File: src/include/gat_config.svh
`ifndef GAT_CONFIG_SVH
`define GAT_CONFIG_SVH

// sparse entries streamed per node.
`define GAT_NUM_NZ 12

// scores summed into one group result.
`define GAT_AGGR_NODES 4

// arithmetic right shift applied to negative sums.
`define GAT_LEAKY_SHIFT 3

`endif
File: src/verilog/gat_pkg.sv
package gat_pkg;

  // weight table index and entry column.
  typedef logic [3:0] col_t;

  typedef logic signed [15:0] val_t;  // entry value and weight.

  // products, accumulator, score and group sum.
  typedef logic signed [31:0] acc_t;

  typedef logic [31:0] cnt_t;
  typedef logic [7:0]  flags_t;

  typedef enum logic [1:0] {
    IDLE,
    GATHER,
    SCORE
  } sched_state_t;

endpackage

File: src/verilog/gat_layer_top.sv
`timescale 1ns/10ps

module gat_layer_top (
  input  logic            clk,
  input  logic            rst_n,
  input  logic            wgt_we_i,
  input  gat_pkg::col_t   wgt_addr_i,
  input  gat_pkg::val_t   wgt_data_i,
  input  logic            node_start_i,
  input  logic            nz_vld_i,
  input  gat_pkg::col_t   nz_col_i,
  input  gat_pkg::val_t   nz_val_i,
  input  gat_pkg::col_t   dbg_col_i,
  output logic            score_vld_o,
  output gat_pkg::acc_t   score_o,
  output logic            grp_vld_o,
  output gat_pkg::acc_t   grp_sum_o,
  output logic            busy_o,
  output gat_pkg::flags_t dbg_flags_o,
  output gat_pkg::cnt_t   dbg_count_o,
  output gat_pkg::acc_t   dbg_capture_o
);
  import gat_pkg::*;

  logic acc_clr;
  logic mac_en;
  logic score_start;
  logic mac_vld;
  col_t mac_col;
  acc_t acc;

  gat_sched u_sched (
    .clk           (clk),
    .rst_n         (rst_n),
    .node_start_i  (node_start_i),
    .nz_vld_i      (nz_vld_i),
    .acc_clr_o     (acc_clr),
    .mac_en_o      (mac_en),
    .score_start_o (score_start),
    .busy_o        (busy_o)
  );

  spmm_unit u_spmm (
    .clk        (clk),
    .rst_n      (rst_n),
    .wgt_we_i   (wgt_we_i),
    .wgt_addr_i (wgt_addr_i),
    .wgt_data_i (wgt_data_i),
    .acc_clr_i  (acc_clr),
    .mac_en_i   (mac_en),
    .nz_col_i   (nz_col_i),
    .nz_val_i   (nz_val_i),
    .acc_o      (acc),
    .mac_vld_o  (mac_vld),
    .mac_col_o  (mac_col)
  );

  dmvm_unit u_dmvm (
    .clk           (clk),
    .rst_n         (rst_n),
    .score_start_i (score_start),
    .acc_i         (acc),
    .score_vld_o   (score_vld_o),
    .score_o       (score_o)
  );

  aggr_unit u_aggr (
    .clk         (clk),
    .rst_n       (rst_n),
    .score_vld_i (score_vld_o),
    .score_i     (score_o),
    .grp_vld_o   (grp_vld_o),
    .grp_sum_o   (grp_sum_o)
  );

  stage_debugger u_dbg (
    .clk           (clk),
    .rst_n         (rst_n),
    .node_start_i  (node_start_i),
    .mac_vld_i     (mac_vld),
    .mac_col_i     (mac_col),
    .acc_i         (acc),
    .score_start_i (score_start),
    .score_vld_i   (score_vld_o),
    .grp_vld_i     (grp_vld_o),
    .dbg_col_i     (dbg_col_i),
    .dbg_flags_o   (dbg_flags_o),
    .dbg_count_o   (dbg_count_o),
    .dbg_capture_o (dbg_capture_o)
  );

endmodule

File: src/verilog/stage_debugger.sv
`timescale 1ns/10ps

module stage_debugger (
  input  logic             clk,
  input  logic             rst_n,
  input  logic             node_start_i,
  input  logic             mac_vld_i,
  input  gat_pkg::col_t    mac_col_i,
  input  gat_pkg::acc_t    acc_i,
  input  logic             score_start_i,
  input  logic             score_vld_i,
  input  logic             grp_vld_i,
  input  gat_pkg::col_t    dbg_col_i,
  output gat_pkg::flags_t  dbg_flags_o,
  output gat_pkg::cnt_t    dbg_count_o,
  output gat_pkg::acc_t    dbg_capture_o
);

  logic [4:0] seen_q;
  logic [4:0] strobes;
  logic       col_hit;

  assign strobes = {grp_vld_i, score_vld_i, score_start_i, mac_vld_i, node_start_i};

  // acc_i already holds the sum including the matching entry.
  assign col_hit = mac_vld_i && (mac_col_i == dbg_col_i);

  assign dbg_flags_o = {3'b000, seen_q};

  // flags stay set until reset.
  always_ff @(posedge clk or negedge rst_n) begin
    if (!rst_n) begin
      seen_q <= '0;
    end else begin
      seen_q <= seen_q | strobes;
    end
  end

  always_ff @(posedge clk or negedge rst_n) begin
    if (!rst_n) begin
      dbg_count_o <= '0;
    end else if (score_vld_i) begin
      dbg_count_o <= dbg_count_o + 1'b1;  // one per score.
    end
  end

  always_ff @(posedge clk or negedge rst_n) begin
    if (!rst_n) begin
      dbg_capture_o <= '0;
    end else if (col_hit) begin
      dbg_capture_o <= acc_i;  // last match wins.
    end
  end

endmodule

File: src/verilog/aggr_unit.sv
`timescale 1ns/10ps
`include "gat_config.svh"

module aggr_unit (
  input  logic          clk,
  input  logic          rst_n,
  input  logic          score_vld_i,
  input  gat_pkg::acc_t score_i,
  output logic          grp_vld_o,
  output gat_pkg::acc_t grp_sum_o
);
  import gat_pkg::*;

  localparam int NODE_W = $clog2(`GAT_AGGR_NODES);

  acc_t              run_sum_q;
  logic [NODE_W-1:0] node_cnt_q;
  logic              last_node;

  assign last_node = score_vld_i && (node_cnt_q == NODE_W'(`GAT_AGGR_NODES - 1));

  always_ff @(posedge clk or negedge rst_n) begin
    if (!rst_n) begin
      run_sum_q  <= '0;
      node_cnt_q <= '0;
      grp_vld_o  <= 1'b0;
    end else begin
      grp_vld_o <= last_node;
      if (last_node) begin
        run_sum_q  <= '0;  // next group starts fresh.
        node_cnt_q <= '0;
      end else if (score_vld_i) begin
        run_sum_q  <= run_sum_q + score_i;
        node_cnt_q <= node_cnt_q + 1'b1;
      end
    end
  end

  // held until the next group completes.
  always_ff @(posedge clk) begin
    if (last_node) begin
      grp_sum_o <= run_sum_q + score_i;
    end
  end

endmodule

File: src/verilog/dmvm_unit.sv
`timescale 1ns/10ps
`include "gat_config.svh"

module dmvm_unit (
  input  logic          clk,
  input  logic          rst_n,
  input  logic          score_start_i,
  input  gat_pkg::acc_t acc_i,
  output logic          score_vld_o,
  output gat_pkg::acc_t score_o
);

  always_ff @(posedge clk or negedge rst_n) begin
    if (!rst_n) begin
      score_vld_o <= 1'b0;
    end else begin
      score_vld_o <= score_start_i;
    end
  end

  // leaky rectifier scales negative sums down by a shift.
  always_ff @(posedge clk) begin
    if (score_start_i) begin
      if (acc_i[31]) begin
        score_o <= acc_i >>> `GAT_LEAKY_SHIFT;
      end else begin
        score_o <= acc_i;
      end
    end
  end

endmodule

File: src/verilog/spmm_unit.sv
`timescale 1ns/10ps

module spmm_unit (
  input  logic          clk,
  input  logic          rst_n,
  input  logic          wgt_we_i,
  input  gat_pkg::col_t wgt_addr_i,
  input  gat_pkg::val_t wgt_data_i,
  input  logic          acc_clr_i,
  input  logic          mac_en_i,
  input  gat_pkg::col_t nz_col_i,
  input  gat_pkg::val_t nz_val_i,
  output gat_pkg::acc_t acc_o,
  output logic          mac_vld_o,
  output gat_pkg::col_t mac_col_o
);
  import gat_pkg::*;

  val_t wgt_q [16];
  acc_t prod;

  // both operands sign-extended before the multiply.
  assign prod = acc_t'(nz_val_i) * acc_t'(wgt_q[nz_col_i]);

  always_ff @(posedge clk or negedge rst_n) begin
    if (!rst_n) begin
      for (int i = 0; i < 16; i++) begin
        wgt_q[i] <= '0;
      end
    end else if (wgt_we_i) begin
      wgt_q[wgt_addr_i] <= wgt_data_i;
    end
  end

  always_ff @(posedge clk or negedge rst_n) begin
    if (!rst_n) begin
      acc_o     <= '0;
      mac_vld_o <= 1'b0;
    end else begin
      mac_vld_o <= mac_en_i;
      if (acc_clr_i) begin
        acc_o <= '0;
      end else if (mac_en_i) begin
        acc_o <= acc_o + prod;
      end
    end
  end

  // column of the entry just accumulated.
  always_ff @(posedge clk) begin
    if (mac_en_i) begin
      mac_col_o <= nz_col_i;
    end
  end

  // the scheduler clears only in idle and accumulates only in gather.
  assert property (@(posedge clk) disable iff (!rst_n)
    !(acc_clr_i && mac_en_i))
    else $error("accumulator clear and mac enable overlap.");

endmodule

File: src/verilog/gat_sched.sv
`timescale 1ns/10ps
`include "gat_config.svh"

module gat_sched (
  input  logic clk,
  input  logic rst_n,
  input  logic node_start_i,
  input  logic nz_vld_i,
  output logic acc_clr_o,
  output logic mac_en_o,
  output logic score_start_o,
  output logic busy_o
);
  import gat_pkg::*;

  localparam int CNT_W = $clog2(`GAT_NUM_NZ);

  sched_state_t     state_q;
  sched_state_t     state_d;
  logic [CNT_W-1:0] nz_cnt_q;
  logic             last_nz;

  assign acc_clr_o     = (state_q == IDLE) && node_start_i;
  assign mac_en_o      = (state_q == GATHER) && nz_vld_i;  // dropped outside gather.
  assign score_start_o = (state_q == SCORE);
  assign busy_o        = (state_q != IDLE);

  assign last_nz = mac_en_o && (nz_cnt_q == CNT_W'(`GAT_NUM_NZ - 1));

  always_comb begin
    state_d = state_q;
    unique case (state_q)
      IDLE: begin
        if (node_start_i) begin
          state_d = GATHER;
        end
      end
      GATHER: begin
        if (last_nz) begin
          state_d = SCORE;
        end
      end
      SCORE: begin
        state_d = IDLE;  // score start lasts one cycle.
      end
      default: begin
        state_d = IDLE;
      end
    endcase
  end

  always_ff @(posedge clk or negedge rst_n) begin
    if (!rst_n) begin
      state_q  <= IDLE;
      nz_cnt_q <= '0;
    end else begin
      state_q <= state_d;
      if (acc_clr_o) begin
        nz_cnt_q <= '0;
      end else if (mac_en_o) begin
        nz_cnt_q <= last_nz ? '0 : nz_cnt_q + 1'b1;
      end
    end
  end

  // host must wait for busy to drop before the next node.
  assert property (@(posedge clk) disable iff (!rst_n)
    node_start_i |-> state_q == IDLE)
    else $error("node start while scheduler busy.");

endmodule

File: config.mk
export PLATFORM = sky130hd
export DESIGN_NAME = gat_layer_top
export DESIGN_NICKNAME = d
export VERILOG_FILES = /design/src/verilog/gat_pkg.sv /design/src/verilog/gat_layer_top.sv /design/src/verilog/stage_debugger.sv /design/src/verilog/aggr_unit.sv /design/src/verilog/dmvm_unit.sv /design/src/verilog/spmm_unit.sv /design/src/verilog/gat_sched.sv
export VERILOG_INCLUDE_DIRS = /design/src /design/src/include
export SDC_FILE = /design/constraint.sdc
export NUM_CORES = 1
export LEC_CHECK = 0
export ABC_AREA = 1
export ABC_CLOCK_PERIOD_IN_PS = 7700
export BUFFER_PORTS_ARGS = -buffer_cell sky130_fd_sc_hd__buf_2
export CORE_UTILIZATION = 30
export CTS_CLUSTER_SIZE = 28
export DETAILED_ROUTE_END_ITERATION = 12
export GPL_ROUTABILITY_DRIVEN = 0
export SLEW_MARGIN = 25
export SYNTH_ARGS = -nofsm -noshare
export SYNTH_HDL_FRONTEND = slang
export SYNTH_SLANG_ARGS = --single-unit
File: constraint.sdc
create_clock -name clk -period 7.7 [get_ports clk]
set_input_delay 0.385 -clock clk [delete_from_list [all_inputs] [get_ports clk]]
set_output_delay 0.385 -clock clk [all_outputs]
set_load 0.02 [all_outputs]
-- Yosys cells after proc, flatten, opt, wreduce, memory -nomap -nowiden
Index checks and enable logic that the tools add are counted.
- register bits: 468
- input bits: 49
- output and inout port bits: 139
- word-level logic and storage cells: 80
- add/subtract/negate cells: 5
- $mul: 1
- order comparisons: 3
- eq/ne operators: 7
- multiplexer cells: 19
- bitwise gates (word level): 3
- reductions and logical operators: 11
- operators by type and width (kind ; number):
    bitwise mux 256 bit ; 1
    two-way mux 32 bit ; 5
    adder 32 bit ; 2
    binary-select mux 16 bit (select 4 bit) ; 1
    demux 16 bit (select 4 bit) ; 1
    two-way mux 16 bit ; 3
    adder 32 x 1 -> 32 bit (second input constant) ; 1
    multiplier 16 x 16 -> 32 bit ; 1
    two-way mux 4 bit ; 3
    greater-or-equal comparator 5 bit (second input constant) ; 2
    NOT 4 -> 5 bit ; 2
    two-way mux 2 bit ; 4
    logical AND 1 bit ; 6
    nonzero test 2 bit ; 3
    < comparator 5 x 1 -> 1 bit (second input constant) ; 1
    bitwise OR 5 bit ; 1
    adder 4 x 1 -> 4 bit (second input constant) ; 1
    == test 2 bit (second input constant) ; 2
    == test 4 bit ; 1
    == test 4 bit (second input constant) ; 1
    case mux 2 bit (2 select lines) ; 1
    adder 2 x 1 -> 2 bit (second input constant) ; 1
    == test 2 x 1 -> 1 bit (second input constant) ; 1
    zero test 2 bit ; 1
    3 further kinds ; 3

-- Logic depth before layout (Yosys ltp)
Gate-level depths: netlist of run 1.
- word-level depth: 8
- gate-level depth with buffers: 37
- gate-level depth less buffers: 33

-- Hierarchy
Synthesis of run 1 repeated with hierarchy kept, for this count alone.
- cells, all modules: 4089
- area total of the unflattened synthesis: 33713.6 µm²
- modules (own cells, without submodules) (module ; times used ; cells an instance ; area an instance (µm²) ; sequential area each (µm²)):
    spmm_unit ; 1 ; 2862 ; 23906.7 ; 7352.1
    aggr_unit ; 1 ; 670 ; 4772.1 ; 1836.8
    stage_debugger ; 1 ; 386 ; 3309.4 ; 1726.7
    dmvm_unit ; 1 ; 127 ; 1383.8 ; 985.9
    gat_sched ; 1 ; 44 ; 341.6 ; 150.1

-- Worst setup path before layout of run 1
Ideal clock, no wire load.
- path kind: input to register
- from: in nz_col_i[0]
- to: reg u_spmm.acc_o[31]
- setup time: 119 ps
- data arrival time: 6283 ps
- required time: 7581 ps
- path slack: 1298 ps
- cell stages on the path: 31
- buffers on the path: 3
- path through: buf_4 -> inv_4 -> buf_6 -> buf_2 -> o21ai_0 -> o211ai_1 -> o211ai_1 -> nand2_1 -> inv_2 -> nor2_1 -> inv_1 -> fa_1 -> inv_1 -> fa_1 -> inv_1 -> fa_1 -> inv_1 -> fa_1 -> inv_1 -> fa_1 -> fa_1 -> inv_1 -> ha_1 -> inv_1 -> nor3_1 -> nand2_1 -> or2_2 -> nand3_1 -> nand3_1 -> nand3_1 -> nand2_1
- cells in the longest elaborated chain, start to end: 8
- RTL lines (what ; RTL line ; source):
    start: declaration ; gat_layer_top.sv:11 ; input gat_pkg::col_t nz_col_i,
    NOT 4 -> 5 bit (implied by the code) ; spmm_unit.sv:23 ; assign prod = acc_t'(nz_val_i) * acc_t'(wgt_q[nz_col_i]);
    binary-select mux 16 bit (select 4 bit) ; spmm_unit.sv:23 ;
    two-way mux 16 bit (implied by the code) (2 in a row) ; spmm_unit.sv:23 ;
    multiplier 16 x 16 -> 32 bit ; spmm_unit.sv:23 ;
    adder 32 bit ; spmm_unit.sv:44 ; acc_o <= acc_o + prod;
    two-way mux 32 bit ; spmm_unit.sv:43 ; end else if (mac_en_i) begin
    two-way mux 32 bit ; spmm_unit.sv:41 ; if (acc_clr_i) begin
    end signal: assignment ; spmm_unit.sv:44 ;
    end: declaration ; spmm_unit.sv:13 ; output gat_pkg::acc_t acc_o,
No other way between the ends. The select of a mux whose other input is x is not followed.
A chain may end at the register's enable or synchronous reset.

-- Worst setup path in the final report of run 1
- from: in nz_col_i[1]
- to: reg u_spmm.acc_o[25]
Same word-level chain as after synthesis.

==> key figures, run 1 <==
Worst setup path
  • Peak fanout along the critical path: 44
  • Critical path start-end classification: in2reg
  • CP Capture Type: flip-flop
  • CP top delay family: adder cells
  • Startpoint class of the critical path: input port
  • Slowest cell on the critical path: sky130_fd_sc_hd__fa_1
  • Capture instance of the worst register-to-register path: u_spmm.acc_o[25]
  • Required time reported for the critical path endpoint: a little over 8 ns
  • Critical path buffers and inverters: 9
  • RR Startpoint: u_spmm.wgt_q[5]
  • Flop-to-flop setup slack: 0.92 ns
  • Critical Path Max Stage Delay: roughly 0.55 ns
  • Number of cells on the worst reg-to-reg path: 27
  • Signal arrival time at the worst endpoint: just under 8 ns

Routing
  • Number of DRC markers in iteration 0: between 2k and 2.5k
  • Routed Wire Length: between 90000 and 100000 um
  • Via count: between 20k and 30k
  • Number of iterations in the first detailed-routing pass: 6
  • WL per Instance: 17.2 um
  • Residual DRC: 0
  • DR vias/cell: 4.78
  • Antenna Nets Post-Route: 0

Yosys
  • Leading register cell type out of synthesis: sky130_fd_sc_hd__dfrtp_1
  • Cell Area, Synth: approximately 33000 sq um
  • Proportion of register bits with asynchronous set or reset after synthesis: between 80 and 90%
  • Synth warnings: 0
  • Number of storage elements in the synthesis netlist: around 470
  • Sequential fraction of the synthesis area: 36.9%
  • EDFF count, synth: 68
  • Count of different cell masters after synthesis: 53
  • Mean Syn Cell Area: roughly 8.6 sq um
  • Top area cells in the synthesized netlist: sky130_fd_sc_hd__dfrtp_1, sky130_fd_sc_hd__fa_1, sky130_fd_sc_hd__nand2_1
  • Top cell type's share of synthesized area: between 30% and 40%
  • Largest area contributor in the netlist: sky130_fd_sc_hd__dfrtp_1
  • Cell count after synthesis: roughly 3.8k

Timing
  • Number of hold violations in the final report: 0
  • Timing-limited maximum frequency: around 140 MHz
  • Setup TNS: 0 ns
  • Final-report setup violation count: 0
  • Final Critical Period: approximately 7.3 ns
  • Worst Clk Skew: just under 0.08 ns
  • Final cycle utilization of the critical path: 95.2%
  • Headroom to the max-slew limit: between 30% and 40%
  • Tightest Pin Transition: about 1.0 ns
  • Unrepaired setup endpoints after global routing: no
  • Number of slew-limit violations in the final report: 0

Die
  • Initial core utilization: 30.4%
  • Ports placed on the boundary: 188
  • Area enclosed by the die boundary: roughly 110000 sq um
  • Floorplan Core Area: around 110000 sq um
  • Row count: 120
  • Height of the die: 332 um
  • Chip width: about 330 um

Layout
  • Fraction of final layout cells with drive strength greater than 1: under 10%
  • Layout area overhead: 13.6%
  • Flip-flop and latch area: ~12000 sq um
  • Number of nets at the end of the flow: roughly 4.4k
  • Number of fillers in the final layout: ~11k
  • Multi-input gate area: roughly 17000 sq um

Clocking
  • Number of gates given a new drive strength after cts: 0
  • Clock-pin slew on the worst setup and hold paths: 0.07 ns
  • Clock insertion delay at the later pin of the skew report: approximately 0.70 ns
  • Buffer levels on the longest clock path: 3
  • CTS sink count: between 400 and 500
  • Inserted Clock Buffers: 55
  • H-tree Lvls: 2
  • Clk root buf: sky130_fd_sc_hd__clkbuf_16
  • Number of hold buffers added after cts: 13
  • TritonCTS clock tree: built
  • Setup fix buffers added after clock tree synthesis: 0

Min path
  • Class of the tightest hold or removal check: in2reg
  • Worst hold endpoint: u_spmm.wgt_q[146]
  • Hold depth: 3
  • Launch instance of the worst min-delay path: wgt_data_i[2]

Placement
  • PortBufs: 184
  • Detail Placement HPWL: between 60000 and 70000 um

Global routing
  • Antenna violations before repair: 16
  • Pin count of the biggest net entering global routing: about 170
  • All-Layer GR Usage: around 17%
  • Global-route wire length before repair: approximately 150000 um
  • Sum of overflow across all layers after global routing: 0
  • Vias in the first global route: roughly 26k

Status
  • Status: completed

Flow run
  • Maxcap violations: 0
[cells in the final DEF (no fill, tap or decap), drive strengths merged, types with 4 or more instances in the layout]
| cell | instances |
|---|---|
| a21oi | 136 |
| a21boi | 4 |
| clkbuf | 75 |
| xnor2 | 14 |
| nor3 | 31 |
| nand3 | 101 |
| edfxtp | 68 |
| nor2 | 312 |
| o22ai | 8 |
| o21ai | 533 |
| o211ai | 61 |
| dlygate4sd3 | 13 |
| dfrtp | 400 |
| nand2 | 773 |
| a21o | 11 |
| ha | 132 |
| or2 | 6 |
| bufinv | 6 |
| a22o | 6 |
| inv | 641 |
| nand3b | 9 |
| buf | 227 |
| and2 | 6 |
| nand4 | 14 |
| o21bai | 12 |
| a31oi | 8 |
| clkinv | 22 |
| nor4 | 4 |
| fa | 293 |
| xor2 | 49 |
[logic make-up (layout without fill, tap and decap cells)]
family,after synthesis,after routing,synth area share [%]
buffers and inverters,819,987,9.81
other,1,4,0.0115
DFF,468,468,36.9
and+or+nand+nor,1259,1259,15.7
xor gates and xnor gates,63,63,1.69
adders and majority gates,425,425,23.0
AOI/OAI and AO/OA,785,785,12.9
[worst max-delay path by stage]
stage / startpoint / endpoint / cells past startpoint
6_report: nz_col_i[1] / u_spmm.acc_o[25] / 30
5_1_grt: nz_col_i[1] / u_spmm.acc_o[21] / 31
3_3_place_gp: nz_col_i[1] / u_spmm.acc_o[25] / 29
3_5_place_dp: nz_col_i[1] / u_spmm.acc_o[25] / 29
2_1_floorplan: nz_col_i[0] / u_spmm.acc_o[31] / 31
4_1_cts: nz_col_i[1] / u_spmm.acc_o[25] / 30
[cells in the mapped netlist (4+ instances only)]
master                     instances
sky130_fd_sc_hd__o21ai_0         531
sky130_fd_sc_hd__xnor2_1          14
sky130_fd_sc_hd__o211ai_1         61
sky130_fd_sc_hd__fa_1            293
sky130_fd_sc_hd__o21bai_1         12
sky130_fd_sc_hd__o22ai_1           8
sky130_fd_sc_hd__nor3_1           25
sky130_fd_sc_hd__dfrtp_1         400
sky130_fd_sc_hd__inv_2            12
sky130_fd_sc_hd__nor2_1          308
sky130_fd_sc_hd__buf_2            32
sky130_fd_sc_hd__edfxtp_1         68
sky130_fd_sc_hd__a21oi_1         136
sky130_fd_sc_hd__clkinv_1          7
sky130_fd_sc_hd__and2_1            6
sky130_fd_sc_hd__clkbuf_1        108
sky130_fd_sc_hd__buf_6             6
sky130_fd_sc_hd__a22o_1            6
sky130_fd_sc_hd__nand3b_1          8
sky130_fd_sc_hd__or2_2             6
sky130_fd_sc_hd__a21o_1           11
sky130_fd_sc_hd__inv_1           625
sky130_fd_sc_hd__xor2_1           49
sky130_fd_sc_hd__nand2_2           6
sky130_fd_sc_hd__buf_1            15
sky130_fd_sc_hd__nand3_1         100
sky130_fd_sc_hd__a31oi_1           8
sky130_fd_sc_hd__buf_4            10
sky130_fd_sc_hd__a21boi_0          4
sky130_fd_sc_hd__nand4_1          14
sky130_fd_sc_hd__nand2_1         767
sky130_fd_sc_hd__ha_1            132
[state kept, by name (all words and copies together), names as in the netlist]
register,count
u_dbg.dbg_capture_o,32
u_spmm.acc_o,32
u_sched.state_q,2
u_spmm.mac_vld_o,1
u_spmm.wgt_q,256
u_dbg.dbg_count_o,32
u_dmvm.score_vld_o,1
u_sched.nz_cnt_q,4
u_aggr.run_sum_q,32
u_aggr.grp_sum_o,32
u_dmvm.score_o,32
u_aggr.grp_vld_o,1
u_aggr.node_cnt_q,2
u_dbg.seen_q,5
u_spmm.mac_col_o,4
[metal layers]
metal  part of all wire (%)  GRT usage, %  vias to the layer above
met2                     45          27.2                      825
met5                   0.11             0                        -
li1                       -             -                    12290
met1                     46          23.5                    12489
met4                    3.1          5.26                       16
met3                    6.2          2.90                      175
[metrics by stage]
step	setup WS (ns)	hold slack (ns)	instance area, sq um	instances	utilization, %
6_report	0.368	0.0271	37100	5394	34.5
3_3_place_gp	0.423	0.444	35000	5279	32.6
2_1_floorplan	1.30	0.0894	32700	3822	-
4_1_cts	0.500	0.00144	37100	5393	34.5
5_1_grt	0.0174	0.0237	37100	5394	34.5
3_5_place_dp	0.386	0.444	35000	5279	32.6
[area by class of cell]
cell class,instances,area share (%)
Multi-Input combinational cell,2535,47.1
Sequential cell,468,32.5
Inverter,646,6.55
Tap cell,1403,4.73
Clock buffer,75,4.23
Timing Repair Buffer,240,3.91
Clock inverter,26,1.04
Antenna cell,1,0.00674
[worst register-to-register path, stage by stage (launching register included)]
cell and delay [ns]:
sky130_fd_sc_hd__dfrtp_1 0.37, sky130_fd_sc_hd__o21ai_0 0.25, sky130_fd_sc_hd__o211ai_1 0.13, sky130_fd_sc_hd__nand3_1 0.11, sky130_fd_sc_hd__nand2_1 0.22, sky130_fd_sc_hd__inv_2 0.35
sky130_fd_sc_hd__nor2_1 0.11, sky130_fd_sc_hd__fa_1 0.47, sky130_fd_sc_hd__fa_1 0.55, sky130_fd_sc_hd__inv_1 0.05, sky130_fd_sc_hd__fa_1 0.50, sky130_fd_sc_hd__inv_1 0.05
sky130_fd_sc_hd__fa_1 0.49, sky130_fd_sc_hd__fa_1 0.49, sky130_fd_sc_hd__inv_1 0.05, sky130_fd_sc_hd__fa_1 0.51, sky130_fd_sc_hd__inv_1 0.05, sky130_fd_sc_hd__ha_1 0.36
sky130_fd_sc_hd__nand2_1 0.11, sky130_fd_sc_hd__inv_1 0.06, sky130_fd_sc_hd__nand2_1 0.06, sky130_fd_sc_hd__nor3_1 0.48, sky130_fd_sc_hd__nand4_1 0.16, sky130_fd_sc_hd__nand3_1 0.25
sky130_fd_sc_hd__a21o_1 0.20, sky130_fd_sc_hd__nand2_1 0.06, sky130_fd_sc_hd__nand2_1 0.06, sky130_fd_sc_hd__o22ai_1 0.06
Power of run 1 is not shown: default switching activity piles up to over one toggle a cycle in this logic, so the estimate is an artifact.
==> run 2, diff against run 1 <==
--- a/config.mk
+++ b/config.mk
@@ -6,9 +6,9 @@
 export SDC_FILE = /design/constraint.sdc
 export NUM_CORES = 1
 export LEC_CHECK = 0
-export ABC_AREA = 1
 export ABC_CLOCK_PERIOD_IN_PS = 7700
 export BUFFER_PORTS_ARGS = -buffer_cell sky130_fd_sc_hd__buf_2
+export CORE_MARGIN = 5
 export CORE_UTILIZATION = 30
 export CTS_CLUSTER_SIZE = 28
 export DETAILED_ROUTE_END_ITERATION = 12
==> run 2 against run 1 <==
Die area grew 1.8%. Via count down 24%. Global-route usage is 3.3 points lower. Synthesized cell count decreased by 32%. Non-clock buffer count grew 39. Clock skew shrank 0.056 ns. Largest cell class unchanged.
==> key figures, run 2 <==
Yosys
  • EDFF count, synth: 68 (unchanged)
  • Simple-gate share of the synthesized area: 7.83% (-7.9 points)
  • Cell Area, Synth: 31700 sq um (-3.0%)
  • Most used standard cells in the synthesized netlist: sky130_fd_sc_hd__dfrtp_1, sky130_fd_sc_hd__inv_1, sky130_fd_sc_hd__mux2_2
  • Number of storage elements in the synthesis netlist: 468 (unchanged)
  • Count of different cell masters after synthesis: 67 (+26%)
  • Compound-Gate Fraction of Synth Area: 4.84% (-8.1 points)
  • Sequential fraction of the synthesis area: 38.0% (+1.1 points)
  • Proportion of register bits with asynchronous set or reset after synthesis: 85.5% (unchanged)
  • Cell count after synthesis: 2582 (-32%)
  • Mean Syn Cell Area: 12.3 sq um (+44%)
  • XOR/XNOR Fraction of Synth Area: 2.93% (+1.2 points)
  • Top cell type's share of synthesized area: 31.6% (+0.94 points)
  • Synth warnings: 0 (unchanged)
  • Main combinational cell family by area after synthesis: adder cells
  • Most frequent cell after synthesis: sky130_fd_sc_hd__dfrtp_1
  • Leading register cell type out of synthesis: sky130_fd_sc_hd__dfrtp_1
  • Post-synthesis share of cell area spent on full adders, half adders and majority gates: 23.7% (+0.71 points)
  • Share of synthesized area spent on multiplexers: 17.1% (+17 points)
  • Largest area contributor in the netlist: sky130_fd_sc_hd__dfrtp_1
  • Top area cells in the synthesized netlist: sky130_fd_sc_hd__dfrtp_1, sky130_fd_sc_hd__fa_1, sky130_fd_sc_hd__mux2_2

Die
  • Row count: 119 (-0.83%)
  • Height of the die: 335 um (+0.92%)
  • Chip width: 335 um (+0.92%)
  • Ports placed on the boundary: 188 (unchanged)
  • Floorplan Core Area: 105000 sq um (-2.2%)
  • Area enclosed by the die boundary: 112000 sq um (+1.8%)
  • Initial core utilization: 30.2% (-0.24 points)

Timing
  • Setup TNS: 0 ns (unchanged)
  • Number of hold violations in the final report: 0 (unchanged)
  • Tightest Pin Transition: 1.03 ns (-0.0117 ns)
  • Unrepaired setup endpoints after global routing: no
  • Worst Clk Skew: 0.0222 ns (-0.0559 ns)
  • Headroom to the max-slew limit: 31.0% (+0.80 points)
  • Final Critical Period: 7.28 ns (-0.0504 ns)
  • Number of slew-limit violations in the final report: 0 (unchanged)
  • Final-report setup violation count: 0 (unchanged)
  • Timing-limited maximum frequency: 137 MHz (+0.69%)
  • Final cycle utilization of the critical path: 94.6% (-0.65 points)

Worst setup path
  • RR Startpoint: u_spmm.wgt_q[1]
  • CP Capture Type: flip-flop
  • Signal arrival time at the worst endpoint: 7.77 ns (-0.07 ns)
  • Required time reported for the critical path endpoint: 8.19 ns (-0.02 ns)
  • Flop-to-flop setup slack: 0.42 ns (-0.50 ns)
  • Startpoint class of the critical path: flip-flop
  • Critical path start-end classification: reg2reg
  • Worst setup path start: u_spmm.wgt_q[1]
  • Peak fanout along the critical path: 3 (-93%)

Global routing
  • Sum of overflow across all layers after global routing: 0 (unchanged)
  • All-Layer GR Usage: 13.7% (-3.3 points)
  • Antenna violations before repair: 9 (-7)
  • Vias in the first global route: 20.8k (-19%)
  • Pin count of the biggest net entering global routing: 112 (-33%)
  • Global-route wire length before repair: 123000 um (-18%)

Layout
  • Number of standard cells in the layout, taps in and fillers out: 4235 (-21%)
  • Flip-flop count of the largest register, all copies and words added: 256 (unchanged)
  • Leading cell type in the layout, fill and taps excluded: sky130_fd_sc_hd__dfrtp_1
  • Fraction of final layout cells with drive strength greater than 1: 28.2% (+19 points)
  • Number of nets at the end of the flow: 3273 (-26%)
  • Layout area overhead: 15.3%
  • Most flop-heavy register: u_spmm.wgt_q
  • Most used cells in the layout excluding fill and tap cells: sky130_fd_sc_hd__dfrtp_1, sky130_fd_sc_hd__inv_1, sky130_fd_sc_hd__mux2_2

Clocking
  • Clk root buf: sky130_fd_sc_hd__clkbuf_16
  • CTS sink count: 468 (unchanged)
  • Inserted Clock Buffers: 51 (-7.3%)
  • H-tree Lvls: 2 (unchanged)
  • TritonCTS clock tree: built
  • Clock-pin slew on the worst setup and hold paths: 0.06 ns (about the same)
  • Buffer levels on the longest clock path: 3 (unchanged)
  • Clock insertion delay at the later pin of the skew report: 0.62 ns (-0.08 ns)

Routing
  • Via count: 19.6k (-24%)
  • Number of iterations in the first detailed-routing pass: 5 (-1)
  • Routed Wire Length: 76300 um (-18%)
  • Residual DRC: 0 (unchanged)
  • Antenna Nets Post-Route: 0 (unchanged)
  • DR vias/cell: 4.63 (-3.3%)
  • Number of DRC markers in iteration 0: 995 (-52%)
  • WL per Instance: 18.0 um (+4.4%)

Min path
  • Launch instance of the worst min-delay path: nz_col_i[0]
  • Class of the tightest hold or removal check: in2reg

Placement
  • PortBufs: 184 (unchanged)
  • Number of placed instances with taps included: 4134 (-22%)
  • Detail Placement HPWL: 56700 um (-17%)

Status
  • Status: completed

Flow run
  • Maxcap violations: 0 (unchanged)
[run 2: cell types whose count changed after synthesis, sizes merged, moves of 47 or more]
cell,before,now
a21oi,136,48
and2,6,143
buf,63,16
inv,639,348
mux2,0,319
mux4,0,79
nand2,773,180
nand3,101,27
nor2,312,54
o211ai,61,6
o21ai,533,47
xnor2,14,72
[run 2: worst max-delay path, stage by stage (launching register included)]
cell	delay, ns
sky130_fd_sc_hd__dfrtp_1	0.39
sky130_fd_sc_hd__mux4_2	0.47
sky130_fd_sc_hd__mux4_2	0.53
sky130_fd_sc_hd__and2_1	0.21
sky130_fd_sc_hd__fa_1	0.54
sky130_fd_sc_hd__inv_1	0.06
sky130_fd_sc_hd__fa_1	0.56
sky130_fd_sc_hd__fa_1	0.45
sky130_fd_sc_hd__fa_1	0.56
sky130_fd_sc_hd__inv_1	0.06
sky130_fd_sc_hd__fa_1	0.47
sky130_fd_sc_hd__inv_1	0.05
sky130_fd_sc_hd__fa_1	0.49
sky130_fd_sc_hd__inv_1	0.05
sky130_fd_sc_hd__ha_1	0.29
sky130_fd_sc_hd__a211o_1	0.32
sky130_fd_sc_hd__a2111oi_2	0.46
sky130_fd_sc_hd__nor3_1	0.16
sky130_fd_sc_hd__nor2_2	0.18
sky130_fd_sc_hd__buf_4	0.14
sky130_fd_sc_hd__o21bai_1	0.07
sky130_fd_sc_hd__a21o_1	0.19
sky130_fd_sc_hd__a21oi_1	0.17
sky130_fd_sc_hd__mux2i_1	0.21
sky130_fd_sc_hd__nand3_1	0.09
[run 2: repair_timing]
item                       4_1_cts  5_1_grt
setup endpoints to repair        0        1
gates resized for setup          0        1
buffers inserted                 0        0
hold buffers                     2        0
hold endpoints to repair       108        0
[run 2: final timing paths]
kind,to,cells past startpoint
worst max-delay path,u_spmm.acc_o[24],24
worst min-delay path,u_spmm.mac_col_o[0],1
worst max register to register,u_spmm.acc_o[24],24
worst min register to register,u_dbg.seen_q[4],1
max in group asynchronous,u_spmm.wgt_q[73],5
min in group asynchronous,u_dbg.dbg_capture_o[5],2
[run 2: final cells by class]
cell class / count / area (sq um)
Fill cell: 10382 / 68600
Multi-Input combinational cell: 1650 / 18000
Sequential cell: 468 / 12100
Timing Repair Buffer: 279 / 1750
Tap cell: 1391 / 1740
Clock buffer: 71 / 1430
Inverter: 349 / 1310
Clock inverter: 24 / 298
Antenna cell: 3 / 7.51
[run 2: cell families after synthesis]
logic type                 count (synthesis)
and+or+nand+nor                          494
DFF                                      468
buffers and inverters                    466
adders and majority gates                425
muxes                                    402
AOI/OAI and AO/OA                        220
xor gates and xnor gates                 106
other                                      1
[run 2: stage by stage]
| step | setup slack, ns | cell area [sq um] | utilization (%) | hold slack (ns) |
|---|---|---|---|---|
| 2_1_floorplan | 0.0433 | 31700 | - | 0.0894 |
| 3_3_place_gp | -0.0238 | 34700 | 33.1 | 0.441 |
| 3_5_place_dp | -0.0845 | 34700 | 33.1 | 0.445 |
| 4_1_cts | 0.327 | 36500 | 34.7 | 0.0823 |
| 5_1_grt | 0.0743 | 36500 | 34.8 | 0.0949 |
| 6_report | 0.419 | 36500 | 34.8 | 0.117 |
[run 2: routing by layer]
metal  global-route usage (%)  vias to the layer above  part of all wire, %
met5                    0.638                        -               0.0092
met4                     2.67                        2                  1.5
met3                     2.30                       75                  4.8
met2                     22.3                      378                   47
met1                     19.5                    10128                   47
li1                         -                     9009                    -
Power of run 2 is left out for the same reason.
